`src/rtl/byte_bus_pkg.sv`:
```
// Byte bus bridge types: opcodes, sequencer phases, request, beat and pin bundles
package byte_bus_pkg;

  localparam int byte_bits  = 8;                        // One beat on the pins
  localparam int word_bytes = 4;                        // Bytes per address and per data word
  localparam int word_bits  = byte_bits * word_bytes;
  localparam int index_bits = $clog2(word_bytes);       // Byte number within a phase

  // Transaction opcode, also the command bit on the pins
  typedef enum logic {
    op_read  = 1'b0,
    op_write = 1'b1
  } bus_op_e;

  typedef enum logic [2:0] {
    ph_idle = 3'd0,
    ph_addr = 3'd1,                                     // Address bytes, write data alongside
    ph_cmd  = 3'd2,                                     // Single command beat
    ph_read = 3'd3,                                     // Read bytes gathered from the device
    ph_resp = 3'd4                                      // Waiting for the AXI response to go out
  } phase_e;

  // Held stable by the front end for the whole transaction
  typedef struct packed {
    bus_op_e              op;
    logic [word_bits-1:0] addr;
    logic [word_bits-1:0] wdata;
  } bus_req_t;

  typedef struct packed {
    phase_e                phase;
    logic [index_bits-1:0] index;
  } beat_t;

  typedef struct packed {
    logic [byte_bits-1:0] addr_pins;
    logic [byte_bits-1:0] data_out;
    logic                 data_oe;
    logic                 frame;
  } pin_bus_t;

endpackage

```
`src/rtl/axil_slave_port.sv`:
```
// AXI4-Lite slave front end, accepts one transaction at a time and returns its response
`timescale 1ns/100ps

module axil_slave_port (
  input  logic                     clk,
  input  logic                     reset,
  input  logic [31:0]              awaddr,
  input  logic                     awvalid,
  output logic                     awready,
  input  logic [31:0]              wdata,
  input  logic [3:0]               wstrb,       // Ignored, every write is a full word
  input  logic                     wvalid,
  output logic                     wready,
  output logic                     bvalid,
  output logic [1:0]               bresp,
  input  logic                     bready,
  input  logic [31:0]              araddr,
  input  logic                     arvalid,
  output logic                     arready,
  output logic                     rvalid,
  output logic [31:0]              rdata_out,
  output logic [1:0]               rresp,
  input  logic                     rready,
  output byte_bus_pkg::bus_req_t   req,
  output logic                     start,
  input  logic                     done,
  input  logic [31:0]              rdata
);

  logic busy;                                   // Set from accept until the response is taken
  logic idle;
  logic wr_both_valid;
  logic accept_write;
  logic accept_read;

  assign wr_both_valid = awvalid && wvalid;
  assign idle          = !busy && !awready && !arready;
  assign accept_write  = awready && wr_both_valid;
  assign accept_read   = arready && arvalid;
  assign start         = accept_write || accept_read;

  assign bresp     = 2'b00;                     // Always OKAY
  assign rresp     = 2'b00;
  assign rdata_out = rdata;                     // Gather register holds until the next read

  always_ff @(posedge clk) begin
    if (reset) begin
      awready <= 1'b0;
      wready  <= 1'b0;
      arready <= 1'b0;
      busy    <= 1'b0;
      bvalid  <= 1'b0;
      rvalid  <= 1'b0;
    end else begin
      awready <= idle && wr_both_valid;         // Write wins when both are offered
      wready  <= idle && wr_both_valid;
      arready <= idle && arvalid && !wr_both_valid;

      if (start)
        busy <= 1'b1;
      else if ((bvalid && bready) || (rvalid && rready))
        busy <= 1'b0;

      if (done && req.op == byte_bus_pkg::op_write)
        bvalid <= 1'b1;
      else if (bready)
        bvalid <= 1'b0;

      if (done && req.op == byte_bus_pkg::op_read)
        rvalid <= 1'b1;
      else if (rready)
        rvalid <= 1'b0;
    end
  end

  // Request payload, captured at the accepting handshake
  always_ff @(posedge clk) begin
    if (accept_write)
      req <= '{op: byte_bus_pkg::op_write, addr: awaddr, wdata: wdata};
    else if (accept_read)
      req <= '{op: byte_bus_pkg::op_read, addr: araddr, wdata: '0};
  end

  one_response_a : assert property (@(posedge clk) disable iff (reset)
    !(bvalid && rvalid));

  // Sequencer stays parked in ph_resp while the write response waits
  bvalid_hold_a : assert property (@(posedge clk) disable iff (reset)
    bvalid && !bready |=> bvalid && !done);

  // Read word comes from the data lane and must not move while the master stalls
  rvalid_hold_a : assert property (@(posedge clk) disable iff (reset)
    rvalid && !rready |=> rvalid && $stable(rdata_out));

endmodule

```
`src/rtl/beat_sequencer.sv`:
```
// Beat sequencer FSM, frames each transaction and numbers the bytes of every phase
`timescale 1ns/100ps

module beat_sequencer (
  input  logic                   clk,
  input  logic                   reset,
  input  byte_bus_pkg::bus_req_t req,
  input  logic                   start,
  input  logic                   resp_taken,
  output byte_bus_pkg::beat_t    beat,
  output logic                   frame,
  output logic                   done
);

  localparam logic [byte_bus_pkg::index_bits-1:0] last_index =
    byte_bus_pkg::index_bits'(byte_bus_pkg::word_bytes - 1);

  byte_bus_pkg::phase_e                  phase;
  logic [byte_bus_pkg::index_bits-1:0]   index;

  assign beat  = '{phase: phase, index: index};
  assign frame = (phase == byte_bus_pkg::ph_addr) || (phase == byte_bus_pkg::ph_cmd) ||
                 (phase == byte_bus_pkg::ph_read);

  // Last beat of the transaction, response valid follows on the next edge
  assign done = (phase == byte_bus_pkg::ph_cmd && req.op == byte_bus_pkg::op_write) ||
                (phase == byte_bus_pkg::ph_read && index == last_index);

  always_ff @(posedge clk) begin
    if (reset) begin
      phase <= byte_bus_pkg::ph_idle;
      index <= '0;
    end else begin
      case (phase)
        byte_bus_pkg::ph_idle: begin
          if (start)
            phase <= byte_bus_pkg::ph_addr;
          index <= '0;
        end
        byte_bus_pkg::ph_addr: begin
          if (index == last_index)
            phase <= byte_bus_pkg::ph_cmd;
          index <= index + 1'b1;                // Wraps to zero for the next phase
        end
        byte_bus_pkg::ph_cmd: begin
          if (req.op == byte_bus_pkg::op_write)
            phase <= byte_bus_pkg::ph_resp;
          else
            phase <= byte_bus_pkg::ph_read;
          index <= '0;
        end
        byte_bus_pkg::ph_read: begin
          if (index == last_index)
            phase <= byte_bus_pkg::ph_resp;
          index <= index + 1'b1;
        end
        byte_bus_pkg::ph_resp: begin
          if (resp_taken)
            phase <= byte_bus_pkg::ph_idle;     // Back-pressure holds us here
          index <= '0;
        end
        default: begin
          phase <= byte_bus_pkg::ph_idle;
          index <= '0;
        end
      endcase
    end
  end

  frame_gapless_a : assert property (@(posedge clk) disable iff (reset)
    start |=> (frame throughout done[->1]));

endmodule

```
`src/rtl/addr_serializer.sv`:
```
// Address port driver, puts address bytes and then the command byte on the pins
`timescale 1ns/100ps

module addr_serializer (
  input  byte_bus_pkg::beat_t    beat,
  input  byte_bus_pkg::bus_req_t req,
  output logic [7:0]             addr_pins
);

  always_comb begin
    case (beat.phase)
      byte_bus_pkg::ph_addr:
        addr_pins = req.addr[beat.index * byte_bus_pkg::byte_bits +: byte_bus_pkg::byte_bits];
      byte_bus_pkg::ph_cmd:
        addr_pins = {7'b0, req.op};             // Bit 0 set means write
      default:
        addr_pins = '0;
    endcase
  end

endmodule

```
`src/rtl/data_lane.sv`:
```
// Data lane, drives write bytes with their enable and gathers read bytes into a word
`timescale 1ns/100ps

module data_lane (
  input  logic                   clk,
  input  logic                   reset,
  input  byte_bus_pkg::beat_t    beat,
  input  byte_bus_pkg::bus_req_t req,
  input  logic [7:0]             data_in,
  output logic [7:0]             data_out,
  output logic                   data_oe,
  output logic [31:0]            rdata
);

  logic [byte_bus_pkg::word_bits-1:0] gather;
  logic                               write_beat;

  assign write_beat = (beat.phase == byte_bus_pkg::ph_addr) &&
                      (req.op == byte_bus_pkg::op_write);

  // Write bytes ride alongside the address bytes
  assign data_oe  = write_beat;
  assign data_out = write_beat ?
    req.wdata[beat.index * byte_bus_pkg::byte_bits +: byte_bus_pkg::byte_bits] : '0;

  // LSB arrives first and ends up at the bottom after the fourth shift
  always_ff @(posedge clk) begin
    if (reset)
      gather <= '0;
    else if (beat.phase == byte_bus_pkg::ph_read)
      gather <= {data_in, gather[byte_bus_pkg::word_bits-1:byte_bus_pkg::byte_bits]};
  end

  assign rdata = gather;

  // Write window is four beats from byte 0, then the command beat
  oe_write_window_a : assert property (@(posedge clk) disable iff (reset)
    $rose(data_oe) |-> beat.index == '0 ##1 data_oe [*3] ##1
      !data_oe && beat.phase == byte_bus_pkg::ph_cmd);

endmodule

```
`src/rtl/byte_bus_bridge.sv`:
```
// Byte bus bridge top, AXI4-Lite slave carried one byte per clock to the device port
`timescale 1ns/100ps

module byte_bus_bridge (
  input  logic                   clk,
  input  logic                   reset,
  input  logic [31:0]            awaddr,
  input  logic                   awvalid,
  output logic                   awready,
  input  logic [31:0]            wdata,
  input  logic [3:0]             wstrb,
  input  logic                   wvalid,
  output logic                   wready,
  output logic                   bvalid,
  output logic [1:0]             bresp,
  input  logic                   bready,
  input  logic [31:0]            araddr,
  input  logic                   arvalid,
  output logic                   arready,
  output logic                   rvalid,
  output logic [31:0]            rdata,
  output logic [1:0]             rresp,
  input  logic                   rready,
  input  logic [7:0]             data_in,
  output byte_bus_pkg::pin_bus_t pins
);

  byte_bus_pkg::bus_req_t req;
  byte_bus_pkg::beat_t    beat;
  logic                   start;
  logic                   done;
  logic                   frame;
  logic [7:0]             addr_pins;
  logic [7:0]             data_out;
  logic                   data_oe;
  logic [31:0]            lane_rdata;
  wire                    resp_taken = (bvalid && bready) || (rvalid && rready);

  assign pins = '{addr_pins: addr_pins, data_out: data_out, data_oe: data_oe, frame: frame};

  axil_slave_port axil_slave_port_i (
    .clk       (clk),
    .reset     (reset),
    .awaddr    (awaddr),
    .awvalid   (awvalid),
    .awready   (awready),
    .wdata     (wdata),
    .wstrb     (wstrb),
    .wvalid    (wvalid),
    .wready    (wready),
    .bvalid    (bvalid),
    .bresp     (bresp),
    .bready    (bready),
    .araddr    (araddr),
    .arvalid   (arvalid),
    .arready   (arready),
    .rvalid    (rvalid),
    .rdata_out (rdata),
    .rresp     (rresp),
    .rready    (rready),
    .req       (req),
    .start     (start),
    .done      (done),
    .rdata     (lane_rdata)
  );

  beat_sequencer beat_sequencer_i (
    .clk        (clk),
    .reset      (reset),
    .req        (req),
    .start      (start),
    .resp_taken (resp_taken),
    .beat       (beat),
    .frame      (frame),
    .done       (done)
  );

  addr_serializer addr_serializer_i (
    .beat      (beat),
    .req       (req),
    .addr_pins (addr_pins)
  );

  data_lane data_lane_i (
    .clk      (clk),
    .reset    (reset),
    .beat     (beat),
    .req      (req),
    .data_in  (data_in),
    .data_out (data_out),
    .data_oe  (data_oe),
    .rdata    (lane_rdata)
  );

endmodule

```
`config.mk`:
```
export PLATFORM = sky130hd
export DESIGN_NAME = byte_bus_bridge
export DESIGN_NICKNAME = d
export VERILOG_FILES = /design/src/rtl/byte_bus_pkg.sv /design/src/rtl/axil_slave_port.sv /design/src/rtl/beat_sequencer.sv /design/src/rtl/addr_serializer.sv /design/src/rtl/data_lane.sv /design/src/rtl/byte_bus_bridge.sv
export SDC_FILE = /design/constraint.sdc
export NUM_CORES = 1
export LEC_CHECK = 0
export BUFFER_PORTS_ARGS = -buffer_cell sky130_fd_sc_hd__buf_2
export CORE_ASPECT_RATIO = 0.7
export CORE_UTILIZATION = 45
export CTS_BUF_LIST = sky130_fd_sc_hd__clkbuf_4 sky130_fd_sc_hd__clkbuf_8 sky130_fd_sc_hd__clkbuf_16
export DETAILED_ROUTE_END_ITERATION = 10
export GPL_ROUTABILITY_DRIVEN = 0
export HOLD_SLACK_MARGIN = 0.1
export PLACE_DENSITY_LB_ADDON = 0.08
export SKIP_CTS_REPAIR_TIMING = 1
export SLEW_MARGIN = 10
export SYNTH_ARGS = -nofsm -noshare
export SYNTH_HDL_FRONTEND = slang
export SYNTH_SLANG_ARGS = --single-unit
```
`constraint.sdc`:
```
create_clock -name clk -period 3 [get_ports clk]
set_input_delay 0.3 -clock clk [delete_from_list [all_inputs] [get_ports clk]]
set_output_delay 0.3 -clock clk [all_outputs]
set_load 0.01 [all_outputs]
```
==> impl_results.html <==
<table>
<tr><th>Metric</th><th>Value</th></tr>
<tr><th colspan="2">Job</th></tr>
<tr><td>Number of max-cap violations</td><td>0</td></tr>
<tr><th colspan="2">Synth</th></tr>
<tr><td>Post-synthesis cell count</td><td>447</td></tr>
<tr><td>Library cell occupying the most area in the post-synthesis netlist</td><td>edfxtp_1</td></tr>
<tr><td>Fraction of the yosys area taken by sequential cells</td><td>0.5916</td></tr>
<tr><td>Cell variety after synth</td><td>31</td></tr>
<tr><td>Number of storage elements in the synthesis netlist</td><td>107</td></tr>
<tr><td>Portion of synthesized cell area occupied by the leading cell type</td><td>0.4086</td></tr>
<tr><td>Yosys warning count</td><td>0</td></tr>
<tr><td>Synth top area cells</td><td>edfxtp_1 (41%), dfxtp_1 (18%), nand2_1 (13%)</td></tr>
<tr><td>Average footprint of a synthesized cell</td><td>10.52 um^2</td></tr>
<tr><td>Post-synthesis instance area</td><td>4703 um^2</td></tr>
<tr><th colspan="2">Die</th></tr>
<tr><td>Die X</td><td>124.2 um</td></tr>
<tr><td>Placeable Area</td><td>9910 um^2</td></tr>
<tr><td>Die Height</td><td>87.54 um</td></tr>
<tr><td>Area of the die</td><td>10870 um^2</td></tr>
<tr><td>Row count</td><td>30</td></tr>
<tr><td>Starting density of the core</td><td>0.4746</td></tr>
<tr><td>I/O pin total</td><td>174</td></tr>
<tr><th colspan="2">Min path</th></tr>
<tr><td>Worst min path class</td><td>input port to register</td></tr>
<tr><td>Number of stages on the worst hold path</td><td>3</td></tr>
<tr><th colspan="2">Critical path</th></tr>
<tr><td>Sequence of cells on the critical path</td><td>mux4_2, and2_1, buf_2</td></tr>
<tr><td>Maximum net fanout on the critical path</td><td>17</td></tr>
<tr><td>Max incr delay on CP</td><td>0.88 ns</td></tr>
<tr><td>Critical path startpoint category</td><td>register</td></tr>
<tr><td>Number of cells on the critical path</td><td>3</td></tr>
<tr><td>Library cell contributing the largest single delay on the critical path</td><td>dfxtp_1</td></tr>
<tr><td>Worst Reg2Reg Path Length in Cells</td><td>4</td></tr>
<tr><td>Path type of the worst setup path</td><td>register to output pin</td></tr>
<tr><td>Arrival time at the worst endpoint</td><td>1.96 ns</td></tr>
<tr><td>Required @ worst endpoint</td><td>2.70 ns</td></tr>
<tr><td>Family with the most delay on the worst path</td><td>flip-flops</td></tr>
<tr><td>Critical Path End Type</td><td>output pin</td></tr>
<tr><td>Number of buffer and inverter instances along the worst setup path</td><td>1</td></tr>
<tr><th colspan="2">Global route</th></tr>
<tr><td>Aggregate global routing overflow</td><td>0</td></tr>
<tr><td>Maximum number of pins on one net before global-route repair</td><td>65</td></tr>
<tr><td>Global router's overall resource usage</td><td>0.1857</td></tr>
<tr><td>First-pass GRT wire length</td><td>15150 um</td></tr>
<tr><td>Antenna violations before repair</td><td>0</td></tr>
<tr><td>Via count of the first global-routing pass</td><td>3097</td></tr>
<tr><th colspan="2">CTS</th></tr>
<tr><td>Maximum clock insertion buffer count</td><td>2</td></tr>
<tr><td>CTS Root Cell</td><td>clkbuf_16</td></tr>
<tr><td>Clock sink count</td><td>107</td></tr>
<tr><td>H-tree levels</td><td>3</td></tr>
<tr><td>Total clock buffers created by CTS</td><td>9</td></tr>
<tr><td>Clk slew on worst S/H paths</td><td>0.07 ns</td></tr>
<tr><td>Worst skew pair latency</td><td>0.34 ns</td></tr>
<tr><td>CTS tree</td><td>yes</td></tr>
<tr><th colspan="2">Power and ir drop</th></tr>
<tr><td>Worst VDD drop</td><td>0.0002824 V</td></tr>
<tr><td>Ratio of total power to cell area</td><td>518.1 nW/um^2</td></tr>
<tr><td>Leak</td><td>2.665 nW</td></tr>
<tr><th colspan="2">Final layout</th></tr>
<tr><td>Final cell count without fillers</td><td>729</td></tr>
<tr><td>Most common cell after layout, fill and taps aside</td><td>nand2_1</td></tr>
<tr><td>Area delta synth-&gt;final</td><td>24.79%</td></tr>
<tr><td>Register cell area after layout</td><td>2783 um^2</td></tr>
<tr><td>Share of final-layout standard cells stronger than drive strength 1</td><td>0.3328</td></tr>
<tr><td>Final Net Count</td><td>712</td></tr>
<tr><td>Commonest non-fill, non-tap cells in the layout</td><td>nand2_1 (169), buf_2 (165), edfxtp_1 (64), dfxtp_1 (43), and2_1 (40)</td></tr>
<tr><td>Area of the multi-input gates</td><td>1723 um^2</td></tr>
<tr><td>Antenna cells</td><td>0</td></tr>
<tr><td>Final-layout fill cell count</td><td>870</td></tr>
<tr><th colspan="2">Drt</th></tr>
<tr><td>WL per Instance</td><td>13.58 um</td></tr>
<tr><td>Vias/cell</td><td>4.827</td></tr>
<tr><td>Total detailed-routing wirelength</td><td>9903 um</td></tr>
<tr><td>Remaining antenna violation count</td><td>0</td></tr>
<tr><td>Via Count</td><td>3519</td></tr>
<tr><td>Initial DRT Pass Iterations</td><td>4</td></tr>
<tr><td>Initial detailed-routing violation count</td><td>198</td></tr>
<tr><td>Remaining routing DRC violations</td><td>0</td></tr>
<tr><th colspan="2">Placed design</th></tr>
<tr><td>Placed cell count</td><td>713</td></tr>
<tr><td>Number of port buffers</td><td>165</td></tr>
<tr><td>Final HPWL from detailed placement</td><td>6906 um</td></tr>
<tr><th colspan="2">STA</th></tr>
<tr><td>Worst clock skew</td><td>0.005617 ns</td></tr>
<tr><td>Post-route setup TNS</td><td>0 ns</td></tr>
<tr><td>Final period utilization</td><td>0.7531</td></tr>
<tr><td>Setup violations, final</td><td>0</td></tr>
<tr><td>Max Slew Vio Count</td><td>0</td></tr>
<tr><td>Fmax achieved</td><td>442.6 MHz</td></tr>
<tr><td>Hold Violations, Final</td><td>0</td></tr>
<tr><td>Slew at the pin closest to its max-slew limit</td><td>0.8553 ns</td></tr>
<tr><td>Post-layout minimum cycle time</td><td>2.259 ns</td></tr>
<tr><td>Normalized max-slew margin</td><td>0.4291</td></tr>
<tr><td>Unrepaired setup endpoints after global routing</td><td>false</td></tr>
<tr><th colspan="2">Run status</th></tr>
<tr><td>Run status</td><td>finished clean</td></tr>
</table>
## worst reg2reg max path, stage by stage, from the launching register on
cell and delay [ns]:
dfxtp_1 0.42, and3_2 0.22, a21oi_1 0.07, inv_2 0.59, buf_4 0.47
## routing by layer
metal / wire length (um) / track usage / part of all wire / vias to the layer above
li1: - / - / - / 1795
met4: 87 / 0.05411 / 0.0088 / 0
met5: 0 / 0 / 0 / -
met2: 4420 / 0.2893 / 0.45 / 134
met1: 4633 / 0.2505 / 0.47 / 1581
met3: 761 / 0.05859 / 0.077 / 9
## path summary, 6_finish.rpt
| check | start | endpoint | slack (ns) |
|---|---|---|---|
| worst max-delay path | beat_sequencer_i.index[1] | pins[17] | 0.74 |
| worst min-delay path | data_in[3] | data_lane_i.rdata[27] | 0.20 |
| worst max register to register | axil_slave_port_i.awready | axil_slave_port_i.req[60] | 0.89 |
| worst min register to register | data_lane_i.rdata[1] | data_lane_i.rdata[1] | 0.45 |
## where the power goes
| group | total [mW] | internal [mW] | switching, mW | leakage [nW] |
|---|---|---|---|---|
| sequential | 1.60 | 1.58 | 0.0203 | 0.985 |
| combinational | 0.190 | 0.0948 | 0.0949 | 1.52 |
| clock | 1.25 | 0.747 | 0.499 | 0.156 |
## per-stage QoR
step / power [mW] / utilization / area, um^2 / hold WS (ns) / setup WS (ns)
after floorplan: 1.732 / - / 4715 / 0.4343 / 0.4175
after global placement: 1.827 / 0.5602 / 5552 / 0.4378 / 0.9274
after detailed placement: 1.831 / 0.5602 / 5552 / 0.4443 / 0.8733
after CTS: 3.071 / 0.5923 / 5869 / 0.1861 / 0.7124
after global routing: 3.146 / 0.5923 / 5869 / 0.1926 / 0.6255
final: 3.041 / 0.5923 / 5869 / 0.1981 / 0.7408
## registers in the layout, indices dropped and copies added (netlist names)
register	cells
axil_slave_port_i.arready	1
axil_slave_port_i.awready	1
axil_slave_port_i.busy	1
axil_slave_port_i.bvalid	1
axil_slave_port_i.req	65
axil_slave_port_i.rvalid	1
beat_sequencer_i.index	2
beat_sequencer_i.phase	3
data_lane_i.rdata	32
## synthesized netlist by cell type
master and count:
dfxtp_1 43, nor2_1 3, ha_1 1, clkbuf_1 17, o21ai_0 1, nand2_1 169, nor3_1 3, buf_4 7
xor2_1 1, nand2b_1 3, a31oi_1 1, and2_1 40, nand3_1 3, buf_2 11, and3b_1 1, nor4_1 1
a22oi_1 2, mux4_1 7, a21oi_1 37, inv_1 2, conb_1 1, buf_12 1, nor3b_2 1, nand3b_1 2
mux4_2 9, edfxtp_1 64, nor2b_1 3, a2111o_1 1, buf_6 1, and3_1 10, nor3b_1 1
## logic make-up (layout without fill, tap and decap cells)
family                     count (synthesis)  after routing  share of synthesized area
AOI/OAI and AO/OA                         42             42                    0.04735
xor gates and xnor gates                   1              1                   0.001863
adders and majority gates                  1              1                   0.002660
buffers and inverters                     39            190                    0.04469
DFF                                      107            107                     0.5916
muxes                                     16             16                    0.08220
other                                      1              4                  0.0007973
and+or+nand+nor                          240            240                     0.2288
## final cells by class
cell class / instances / share of cell area
Inverter: 2 / 0.001279
Timing Repair Buffer: 172 / 0.1496
Multi-Input combinational cell: 304 / 0.2935
Clock inverter: 5 / 0.01322
Tap cell: 128 / 0.02729
Sequential cell: 107 / 0.4741
Clock buffer: 11 / 0.04093
Note: power is estimated with default switching activity, not from simulation.
